### src/hdl/lcd_pkg.sv
`default_nettype none

package lcd_pkg;

  localparam int ROW_CHARS = 16;
  localparam int INIT_CMDS = 4;

  // HD44780 style command codes
  localparam logic [7:0] CMD_FUNC_SET   = 8'h38; // 8-bit bus, 2 lines, 5x7 font
  localparam logic [7:0] CMD_CLEAR      = 8'h01;
  localparam logic [7:0] CMD_ENTRY_MODE = 8'h06; // address increments, no shift
  localparam logic [7:0] CMD_DISPLAY_ON = 8'h0C; // cursor off
  localparam logic [7:0] CMD_LINE1_ADDR = 8'h80;
  localparam logic [7:0] CMD_LINE2_ADDR = 8'hC0; // DDRAM 40h

  // step numbering of one page sequence, setup commands come first
  localparam int STEP_W = 6;
  typedef logic [STEP_W-1:0] step_t;
  localparam step_t LINE1_STEP = step_t'(INIT_CMDS);
  localparam step_t LINE2_STEP = step_t'(INIT_CMDS + ROW_CHARS + 1);
  localparam step_t LAST_STEP  = step_t'(INIT_CMDS + 2 * ROW_CHARS + 1);

  typedef struct packed {
    logic       rs;   // 0 command, 1 character
    logic [7:0] data;
  } lcd_word_t;

  // row 0 and its first character sit in the top bits
  typedef logic [0:1][0:ROW_CHARS-1][7:0] page_text_t;

  // write-only master request, we is implied
  typedef struct packed {
    logic      cyc;
    logic      stb;
    lcd_word_t word;
  } wb_m_t;

endpackage

`default_nettype wire

### src/hdl/banner_pkg.sv
`default_nettype none

package banner_pkg;

  // the two pages shown in turn
  localparam lcd_pkg::page_text_t PAGE_A_TEXT = {
    "  LCD BANNER A  ",
    "  PAGE ONE TEXT "
  };

  localparam lcd_pkg::page_text_t PAGE_B_TEXT = {
    " SECOND SCREEN  ",
    "  PAGE TWO TEXT "
  };

  // enable pacing in sysclk cycles
  // 32768 high plus 32768 low gives one write per 64k cycles
  localparam logic [15:0] EN_HIGH_CYCLES = 16'd32768;
  localparam logic [15:0] EN_LOW_CYCLES  = 16'd32768;

  // full passes a page keeps the bus before handing over
  localparam int unsigned DWELL_PASSES = 8;

  // pass counter type in the arbiter, holds up to 255 passes
  localparam int DWELL_CNT_W = 8;
  typedef logic [DWELL_CNT_W-1:0] dwell_cnt_t;

endpackage

`default_nettype wire

### src/hdl/lcd_page_writer.sv
`timescale 1ns/100ps
`default_nettype none

module lcd_page_writer #(
  parameter lcd_pkg::page_text_t TEXT = '0
) (
  input  wire logic          sysclk,
  input  wire logic          rst_n,
  output lcd_pkg::wb_m_t     req,
  input  wire logic          ack
);

  logic              cyc_q;
  logic              stb_q;
  logic              setup_done; // setup commands went out once
  lcd_pkg::step_t    step;
  lcd_pkg::lcd_word_t word;
  logic [3:0]        col;        // character column of the current row

  // decode the step into the word to send
  always_comb begin
    word = '{rs: 1'b0, data: 8'h00};
    col  = 4'd0;
    if (step < lcd_pkg::LINE1_STEP) begin
      case (step[1:0])
        2'd0:    word.data = lcd_pkg::CMD_FUNC_SET;
        2'd1:    word.data = lcd_pkg::CMD_CLEAR;
        2'd2:    word.data = lcd_pkg::CMD_ENTRY_MODE;
        default: word.data = lcd_pkg::CMD_DISPLAY_ON;
      endcase
    end else if (step == lcd_pkg::LINE1_STEP) begin
      word.data = lcd_pkg::CMD_LINE1_ADDR;
    end else if (step < lcd_pkg::LINE2_STEP) begin
      col  = 4'(step - lcd_pkg::LINE1_STEP - lcd_pkg::step_t'(1));
      word = '{rs: 1'b1, data: TEXT[0][col]};
    end else if (step == lcd_pkg::LINE2_STEP) begin
      word.data = lcd_pkg::CMD_LINE2_ADDR;
    end else begin
      col  = 4'(step - lcd_pkg::LINE2_STEP - lcd_pkg::step_t'(1));
      word = '{rs: 1'b1, data: TEXT[1][col]};
    end
  end

  always_ff @(posedge sysclk or negedge rst_n) begin
    if (!rst_n) begin
      cyc_q      <= 1'b0;
      stb_q      <= 1'b0;
      step       <= '0;
      setup_done <= 1'b0;
    end else if (!cyc_q) begin
      // new pass, skip setup once it has been sent
      cyc_q <= 1'b1;
      stb_q <= 1'b1;
      step  <= setup_done ? lcd_pkg::LINE1_STEP : '0;
    end else if (stb_q && ack) begin
      stb_q <= 1'b0; // one idle cycle before the next word
      if (step == lcd_pkg::LAST_STEP) begin
        cyc_q      <= 1'b0; // end of pass
        setup_done <= 1'b1;
      end else begin
        step <= step + lcd_pkg::step_t'(1);
      end
    end else if (!stb_q) begin
      stb_q <= 1'b1;
    end
  end

  assign req = '{cyc: cyc_q, stb: stb_q, word: word};

  // strobe only inside a cycle
  a_stb_in_cyc: assert property (
    @(posedge sysclk) disable iff (!rst_n) req.stb |-> req.cyc
  );

  // a waiting request keeps its word until the ack comes back
  a_hold_req: assert property (
    @(posedge sysclk) disable iff (!rst_n)
    req.stb && !ack |=> req.stb && req.cyc && $stable(req.word)
  );

endmodule

`default_nettype wire

### src/hdl/lcd_page_arbiter.sv
`timescale 1ns/100ps
`default_nettype none

module lcd_page_arbiter #(
  parameter int unsigned DWELL = banner_pkg::DWELL_PASSES
) (
  input  wire logic            sysclk,
  input  wire logic            rst_n,
  input  wire lcd_pkg::wb_m_t  req_a,
  input  wire lcd_pkg::wb_m_t  req_b,
  output logic                 ack_a,
  output logic                 ack_b,
  output lcd_pkg::wb_m_t       bus,
  input  wire logic            bus_ack
);

  logic                   grant_b;  // 0 page A owns the bus
  logic                   cyc_seen; // granted cyc one cycle back
  logic                   pass_end;
  banner_pkg::dwell_cnt_t pass_cnt;

  // forward the owner while the other side waits with its request held
  assign bus   = grant_b ? req_b : req_a;
  assign ack_a = bus_ack && !grant_b;
  assign ack_b = bus_ack && grant_b;

  // falling cyc marks a finished pass with cyc low in this cycle
  assign pass_end = cyc_seen && !bus.cyc;

  always_ff @(posedge sysclk or negedge rst_n) begin
    if (!rst_n) begin
      cyc_seen <= 1'b0;
    end else begin
      cyc_seen <= bus.cyc;
    end
  end

  always_ff @(posedge sysclk or negedge rst_n) begin
    if (!rst_n) begin
      grant_b  <= 1'b0; // page A first
      pass_cnt <= '0;
    end else if (pass_end) begin
      if (pass_cnt == banner_pkg::dwell_cnt_t'(DWELL - 1)) begin
        grant_b  <= !grant_b; // hand over while the owner is idle
        pass_cnt <= '0;
      end else begin
        pass_cnt <= pass_cnt + banner_pkg::dwell_cnt_t'(1);
      end
    end
  end

  a_one_ack: assert property (
    @(posedge sysclk) disable iff (!rst_n) !(ack_a && ack_b)
  );

  // the owner never loses the bus in the middle of a pass
  a_grant_idle: assert property (
    @(posedge sysclk) disable iff (!rst_n) $changed(grant_b) |-> !$past(bus.cyc)
  );

endmodule

`default_nettype wire

### src/hdl/lcd_port_driver.sv
`timescale 1ns/100ps
`default_nettype none

module lcd_port_driver #(
  parameter logic [15:0] EN_HIGH = banner_pkg::EN_HIGH_CYCLES,
  parameter logic [15:0] EN_LOW  = banner_pkg::EN_LOW_CYCLES
) (
  input  wire logic            sysclk,
  input  wire logic            rst_n,
  input  wire lcd_pkg::wb_m_t  bus,
  output logic                 ack,
  output logic                 lcd_en,
  output logic                 lcd_rs,
  output logic [7:0]           lcd_data
);

  typedef enum logic [1:0] {
    ST_IDLE,
    ST_HIGH,
    ST_LOW,
    ST_ACK
  } state_t;

  state_t             state;
  logic [15:0]        cnt;    // cycles left in the current phase
  lcd_pkg::lcd_word_t word_q; // drives the LCD pins

  always_ff @(posedge sysclk or negedge rst_n) begin
    if (!rst_n) begin
      state  <= ST_IDLE;
      cnt    <= '0;
      word_q <= '0;
    end else begin
      case (state)
        ST_IDLE: if (bus.cyc && bus.stb) begin
          word_q <= bus.word; // pins settle as enable rises
          cnt    <= EN_HIGH - 16'd1;
          state  <= ST_HIGH;
        end
        ST_HIGH: if (cnt == '0) begin
          cnt   <= EN_LOW - 16'd1;
          state <= ST_LOW; // LCD latches on this edge
        end else begin
          cnt <= cnt - 16'd1;
        end
        ST_LOW: if (cnt == '0) begin
          state <= ST_ACK;
        end else begin
          cnt <= cnt - 16'd1;
        end
        default: state <= ST_IDLE; // single ack cycle
      endcase
    end
  end

  assign lcd_en   = (state == ST_HIGH);
  assign ack      = (state == ST_ACK);
  assign lcd_rs   = word_q.rs;
  assign lcd_data = word_q.data;

  a_pins_stable: assert property (
    @(posedge sysclk) disable iff (!rst_n)
    lcd_en && $past(lcd_en) |-> $stable({lcd_rs, lcd_data})
  );

endmodule

`default_nettype wire

### src/hdl/lcd_banner_top.sv
`timescale 1ns/100ps
`default_nettype none

module lcd_banner_top #(
  parameter logic [15:0] EN_HIGH = banner_pkg::EN_HIGH_CYCLES,
  parameter logic [15:0] EN_LOW  = banner_pkg::EN_LOW_CYCLES,
  parameter int unsigned DWELL   = banner_pkg::DWELL_PASSES
) (
  input  wire logic       sysclk,
  input  wire logic       rst_n,
  output logic            lcd_en,
  output logic            lcd_rs,
  output logic            lcd_rw,
  output logic [7:0]      lcd_data,
  output logic            lcd_on,
  output logic            lcd_blon
);

  lcd_pkg::wb_m_t req_a;
  lcd_pkg::wb_m_t req_b;
  lcd_pkg::wb_m_t bus;
  logic           ack_a;
  logic           ack_b;
  logic           bus_ack;

  // write only, panel and backlight always on
  assign lcd_rw   = 1'b0;
  assign lcd_on   = 1'b1;
  assign lcd_blon = 1'b1;

  lcd_page_writer #(.TEXT(banner_pkg::PAGE_A_TEXT)) page_a (
    .sysclk (sysclk),
    .rst_n  (rst_n),
    .req    (req_a),
    .ack    (ack_a)
  );

  lcd_page_writer #(.TEXT(banner_pkg::PAGE_B_TEXT)) page_b (
    .sysclk (sysclk),
    .rst_n  (rst_n),
    .req    (req_b),
    .ack    (ack_b)
  );

  lcd_page_arbiter #(.DWELL(DWELL)) page_arb (
    .sysclk (sysclk), .rst_n (rst_n), .req_a (req_a), .req_b (req_b),
    .ack_a  (ack_a), .ack_b (ack_b), .bus (bus), .bus_ack (bus_ack)
  );

  lcd_port_driver #(.EN_HIGH(EN_HIGH), .EN_LOW(EN_LOW)) port_drv (
    .sysclk (sysclk), .rst_n (rst_n), .bus (bus), .ack (bus_ack),
    .lcd_en (lcd_en), .lcd_rs (lcd_rs), .lcd_data (lcd_data)
  );

endmodule

`default_nettype wire

### config.mk
export PLATFORM = sky130hd
export DESIGN_NAME = lcd_banner_top
export DESIGN_NICKNAME = d
export VERILOG_FILES = /design/src/hdl/lcd_pkg.sv /design/src/hdl/banner_pkg.sv /design/src/hdl/lcd_page_writer.sv /design/src/hdl/lcd_page_arbiter.sv /design/src/hdl/lcd_port_driver.sv /design/src/hdl/lcd_banner_top.sv
export SDC_FILE = /design/constraint.sdc
export NUM_CORES = 1
export LEC_CHECK = 0
export ABC_AREA = 1
export BUFFER_PORTS_ARGS = -buffer_cell sky130_fd_sc_hd__buf_2
export CORE_ASPECT_RATIO = 0.8
export CORE_MARGIN = 2
export CORE_UTILIZATION = 46
export CTS_CLUSTER_SIZE = 40
export DETAILED_ROUTE_END_ITERATION = 12
export MAX_ROUTING_LAYER = met4
export PLACE_DENSITY = 0.63
export SYNTH_ARGS = -nofsm -noshare
export SYNTH_HDL_FRONTEND = slang
export SYNTH_SLANG_ARGS = --single-unit
### constraint.sdc
create_clock -name sysclk -period 4.4 [get_ports sysclk]
set_input_delay 0.22 -clock sysclk [delete_from_list [all_inputs] [get_ports sysclk]]
set_output_delay 0.22 -clock sysclk [all_outputs]
set_load 0.03 [all_outputs]
==> Word-level counts from Yosys, hierarchy flattened <==
Memories as Yosys holds them, arrays and structs flattened.
Index checks and enable logic that the tools add are counted.
Widths: inputs -> output; s select.
{ "totals": {"elab_cells": 138, "romBits": 512, "out_inout_bits": 13, "regBits": 55, "mem_count": 4} }
{ "op_classes": {"bitwise_logic": 4, "addsub": 12, "reduce_logical": 21, "n_eq_ne": 22, "n_lt_le_gt_ge": 8, "muxes": 52} }
{ "memory_table": {"columns": ["memory", "words", "word_bits", "read_ports", "rd_ports_with_merged_regs", "wr", "line", "text"], "rows": [
  ["(no name shown)", 16, 8, 1, 0, 0, "lcd_page_writer.sv:35", "word = '{rs: 1'b1, data: TEXT[0][col]};"],
  ["(no name shown)", 16, 8, 1, 0, 0, "lcd_page_writer.sv:40", "word = '{rs: 1'b1, data: TEXT[1][col]};"],
  ["(no name shown)", 16, 8, 1, 0, 0, "lcd_page_writer.sv:35", null],
  ["(no name shown)", 16, 8, 1, 0, 0, "lcd_page_writer.sv:40", null]
]} }
{ "op_table": {"columns": ["operator", "n"], "rows": [
  ["$mux 8", 15],
  ["$mux 16", 3],
  ["$pmux 16 s3", 1],
  ["$mux 6", 6],
  ["$pmux 6 s3", 2],
  ["$ge 5x5->1 const B", 4],
  ["$not 4->5", 4],
  ["$mux 9", 2],
  ["$logic_not 16->1", 1],
  ["$mux 1", 16],
  ["$sub 16x1->16 const B", 1],
  ["$sub 4x1->4 const B", 4],
  ["$sub 4x3->4 const B", 4],
  ["$add 6x1->6 const B", 2],
  ["$eq 6x3->1 const B", 2],
  ["$eq 6x5->1 const B", 2],
  ["$eq 6x6->1 const B", 2],
  ["$lt 6x3->1 const B", 2],
  ["$lt 6x5->1 const B", 2],
  ["$reduce_and 3->1", 4],
  ["$mux 11", 1],
  ["$ne 2x2->1 const B", 5],
  ["$add 8x1->8 const B", 1],
  ["$eq 2x2->1 const B", 4],
  ["11 further kinds", 29]
]} }

==> Depth between registers and ports, before layout <==
{ "logic_depth": {"ltp_word": 14, "mapped_depth": 15} }

==> Modules after synthesis <==
From an unflattened synthesis, not the netlist that was laid out.
{ "hier_totals": {"hier_cells": 742, "hier_area_um2": 4917.2} }
{ "by_module_without_submodules": {"columns": ["mod", "area_each_um2", "n_inst", "cells_per_inst"], "rows": [
  ["lcd_port_driver", 1682.9, 1, 211],
  ["lcd_page_writer (page_a)", 1280.0, 1, 206],
  ["lcd_page_writer (page_b)", 1214.9, 1, 204],
  ["lcd_page_arbiter", 709.4, 1, 116],
  ["lcd_banner_top", 30.0, 1, 5]
]} }

==> Worst setup path before layout <==
OpenSTA, ideal clock, no wires.
{ "synth_path": {"kind": "reg2reg", "from": "reg page_a.step[0]", "to": "reg port_drv.word_q, in the netlist port_drv.lcd_data[6]", "stages_incl_launch_ff": 15, "period_less_slack_ns": 2.053, "arrival_ns": 1.936, "setup_time_ns": 0.117, "required_ns": 4.283, "path_slack_ns": 2.347, "path_cell_list": "dfrtp_1 > inv_1 > ha_1 > inv_1 > ha_1 > clkbuf_1 > inv_1 > nand2_1 > nand2_1 > nand2_1 > nand3_1 > nand3_1 > nand2_1 > nand2_1 > nand2_1"} }
{ "synth_via": {"elab_chain_cells": 11, "word_cells_on_any_way": 21} }
{ "synth_lines": {"columns": ["element", "line", "text"], "rows": [
  ["start, declared", "lcd_page_writer.sv:16", "lcd_pkg::step_t step;"],
  ["start signal, assigned", "lcd_page_writer.sv:54", "step <= setup_done ? lcd_pkg::LINE1_STEP : '0;"],
  ["start signal, assigned", "lcd_page_writer.sv:61", "step <= step + lcd_pkg::step_t'(1);"],
  ["$sub 4x3->4", "lcd_page_writer.sv:39", "col = 4'(step - lcd_pkg::LINE2_STEP - lcd_pkg::step_t'(1));"],
  ["$sub 4x1->4", "lcd_page_writer.sv:39", null],
  ["$not 4->5 (not written as such)", "lcd_page_writer.sv:40", null],
  ["$mem_v2 16x8", null, null],
  ["$mux 8 (not written as such) (2 in a row)", "lcd_page_writer.sv:40", null],
  ["$mux 8", "lcd_page_writer.sv:36", "end else if (step == lcd_pkg::LINE2_STEP) begin"],
  ["$mux 9", "lcd_page_writer.sv:33", "end else if (step < lcd_pkg::LINE2_STEP) begin"],
  ["$mux 8", "lcd_page_writer.sv:31", "end else if (step == lcd_pkg::LINE1_STEP) begin"],
  ["$mux 8 *", "lcd_page_writer.sv:24", "if (step < lcd_pkg::LINE1_STEP) begin"],
  ["$mux 11 *", "lcd_page_arbiter.sv:23", "assign bus = grant_b ? req_b : req_a;"],
  ["end signal, assigned", "lcd_port_driver.sv:36", "word_q <= bus.word;"],
  ["end, declared", "lcd_port_driver.sv:26", "lcd_pkg::lcd_word_t word_q;"]
]} }
Mark *: on every way between the ends. The rest lies on a longest branch, timed or not. The select of a mux whose other input is x is not followed.
A chain may end at the register's enable or synchronous reset.

==> Worst setup path after layout <==
{ "layout_path": {"from": "reg page_a.step[0]", "to": "reg port_drv.word_q, in the netlist port_drv.lcd_data[5]"} }
The elaborated chain is that of the path after synthesis.

==> flow_metrics.tcl <==
set metrics [dict create \
    status "complete, no violations" \
    yosysSeqAreaShare 0.302 \
    period_needed_ns 2.37 \
    synth_area_leaders "dfrtp_1, nand2_1, nand3_1, ha_1, inv_1" \
    placedCellCount 855 \
    vias 4391 \
    overflow 0 \
    area_growth_pct 7.12 \
    drc 0 \
    routedWlPerCell_um 12.5 \
    clk_pin_slew_worst_paths_ns 0.07 \
    async_reset_ff_frac 1.00 \
    synth_area_per_cell_um2 6.37 \
    synthCells 715 \
    yosysWarningCount 0 \
    clock.fmax_mhz 422 \
    antenna_found_initial 0 \
    final_layout_size_suffix_gt1_frac 0.0550 \
    final_cell_count_no_fill 863 \
    portBuffers 11 \
    max_cap_viol_count 0 \
    yosysTopAreaCell "dfrtp_1" \
    setup_viol 0 \
    final_antenna_net_count 0 \
    die_h_um 93.0 \
    yosysMostFrequentCell "nand2_1" \
    slew_viol_final 0 \
    cp_max_fo 9 \
    post-route-period-util 0.539 \
    slew_headroom 0.522 \
    cts_hold_buf 0 \
    arrival_ns 2.60 \
    synthFlopType "dfrtp_1" \
    cts_root_buffer "clkbuf_16" \
    cts_tree "built" \
    wl_met1_um 5440 \
    setup_tns_ns 0 \
    post-cts-setup-buffers 0 \
    place_hpwl_um 8280 \
    cts_resized 0 \
    criticalPathCategory "reg2reg" \
    route.met3.wl_um 493 \
    total_leakage_power_nw 2.60 \
    core_area_um2 9650 \
    synth_seq_cells 55 \
    synth_edf_count 0 \
    cts.sinks 55 \
    rsz0062_at_grt "no" \
    diodes 0 \
    grt_util_all_layers 0.218 \
    seq_area_um2 1380 \
    drt_iter0_markers 398 \
    dr_wl_met2_um 4830 \
    synthTopCellsByCount "nand2_1, inv_1, nand3_1" \
    hold_viol 0 \
    fin_skew_ns 0.00700 \
    worstPathRequired_ns 4.63 \
    htree_levels 2 \
    dr.pass1.iters 5 \
    worstMarginPinSlew_ns 0.716 \
    utilization 0.505 \
    clk_latency_ns 0.29 \
    grt_pass1_vias 3978 \
    place_congestion 0.946 \
    critPathCaptureType "flop" \
    pin_count 15 \
    vdd_drop_max_uv 191 \
    clockBufferDepth 2 \
    synth_top_area_frac 0.302 \
    num_rows 32 \
    wirelength_um 10800 \
    multi_input_area_um2 2750 \
    synth.distinct_cells 40 \
    grt_first_pass_wirelength_um 18600 \
    p_per_area_nw_per_um2 191 \
    routed.top_layer "met4" \
    die_w_um 115 \
    hp-class "in2async" \
    pre_cts_slack_ns 2.10 \
    viasPerCell 5.09 \
    fill_cells 1030 \
    nets 759 \
    grt_max_degree 56 \
    start_util 0.472 \
    die_area_um2 10700 \
    synth_area_um2 4550 \
    start_kind "flop" \
    cts_made_buffers 5 \
    setup_slack_ns 2.03 \
]
[area by class of cell]
cell class | count | share of cell area
Timing Repair Buffer | 12 | 0.0128
Clock buffer | 5 | 0.0257
Clock inverter | 3 | 0.00590
Tap cell | 136 | 0.0349
Sequential cell | 55 | 0.282
Inverter | 97 | 0.0752
Multi-Input combinational cell | 555 | 0.563
[path summary, 6_finish.rpt]
| path | from | to | slack, ns | cells after the start |
|---|---|---|---|---|
| worst min-delay path | rst_n | port_drv.lcd_rs | 0.05 | 2 |
| worst max register to register | page_a.step[0] | port_drv.lcd_data[5] | 2.03 | 14 |
| worst max-delay path | page_a.step[0] | port_drv.lcd_data[5] | 2.03 | 14 |
| worst min register to register | page_b.setup_done | page_b.setup_done | 0.46 | 2 |
| max in group asynchronous | rst_n | page_b.cyc_q | 3.86 | 2 |
| min in group sysclk | page_b.setup_done | page_b.setup_done | 0.46 | 2 |
[power by group]
part | leakage, nW | switching (W) | internal [W]
Combinational | 1.85 | 0.0000131 | 0.000000885
Clock | 0.0759 | 0.000193 | 0.000217
Sequential | 0.672 | 0 | 0.000505
Total | 2.60 | 0.000206 | 0.000723
[metal layers]
metal | vias to the layer above | track usage
met5 | - | -
met2 | 97 | 0.340
met3 | 7 | 0.0305
li1 | 2282 | -
met1 | 2005 | 0.311
met4 | 0 | 0.0261
[cells in the final DEF, fill, tap and decap left out, types with 2 or more instances in the layout]
cell type,n
nand2_1,264
inv_1,93
nand3_1,83
nor2_1,57
dfrtp_1,55
o21ai_0,46
ha_1,31
a21oi_1,24
buf_2,11
nor3_1,5
nand4_1,5
o21ai_2,5
clkbuf_16,5
xor2_1,4
xnor2_1,4
nor2_2,3
conb_1,3
inv_2,2
o21a_1,2
nor3_2,2
o221ai_1,2
o22ai_1,2
clkinv_4,2
[flip-flops by register name (all words and copies together) (netlist names)]
register	flops
page_a.stb_q	1
page_a.step	6
port_drv.lcd_data	8
port_drv.state	2
port_drv.lcd_rs	1
page_arb.grant_b	1
page_a.setup_done	1
page_b.setup_done	1
page_b.stb_q	1
page_b.step	6
page_arb.pass_cnt	8
page_a.cyc_q	1
page_arb.cyc_seen	1
page_b.cyc_q	1
port_drv.cnt	16
[through the flow]
stage / total power [W] / hold WS, ns / area (µm²)
floorplan: 0.000521 / -0.0756 / 4560
CTS: 0.000946 / 0.0934 / 4880
detailed placement: 0.000530 / 0.408 / 4720
global placement: 0.000530 / 0.407 / 4720
finish: 0.000929 / 0.0459 / 4880
global route: 0.000972 / 0.146 / 4880
[kinds of logic after synthesis]
family | share of synthesized area
adder cells (fa/ha/maj) | 0.0852
AND/OR/NAND/NOR | 0.393
AO/OA/AOI/OAI | 0.107
XOR/XNOR | 0.0154
other | 0.00165
flip-flops | 0.302
buffers and inverters | 0.0951
[critical path, stage by stage (launching register included)]
cell and delay (ns):
dfrtp_1 0.50, inv_1 0.22, ha_1 0.29, inv_1 0.11
ha_1 0.43, inv_1 0.13, nand2_1 0.11, nand2_1 0.06
nand2_1 0.06, nand2_1 0.05, nand2_1 0.06, nand3_1 0.07
nand2_1 0.07, nand3_1 0.08, nand2_1 0.09
Power figures use the tool's default switching activity.
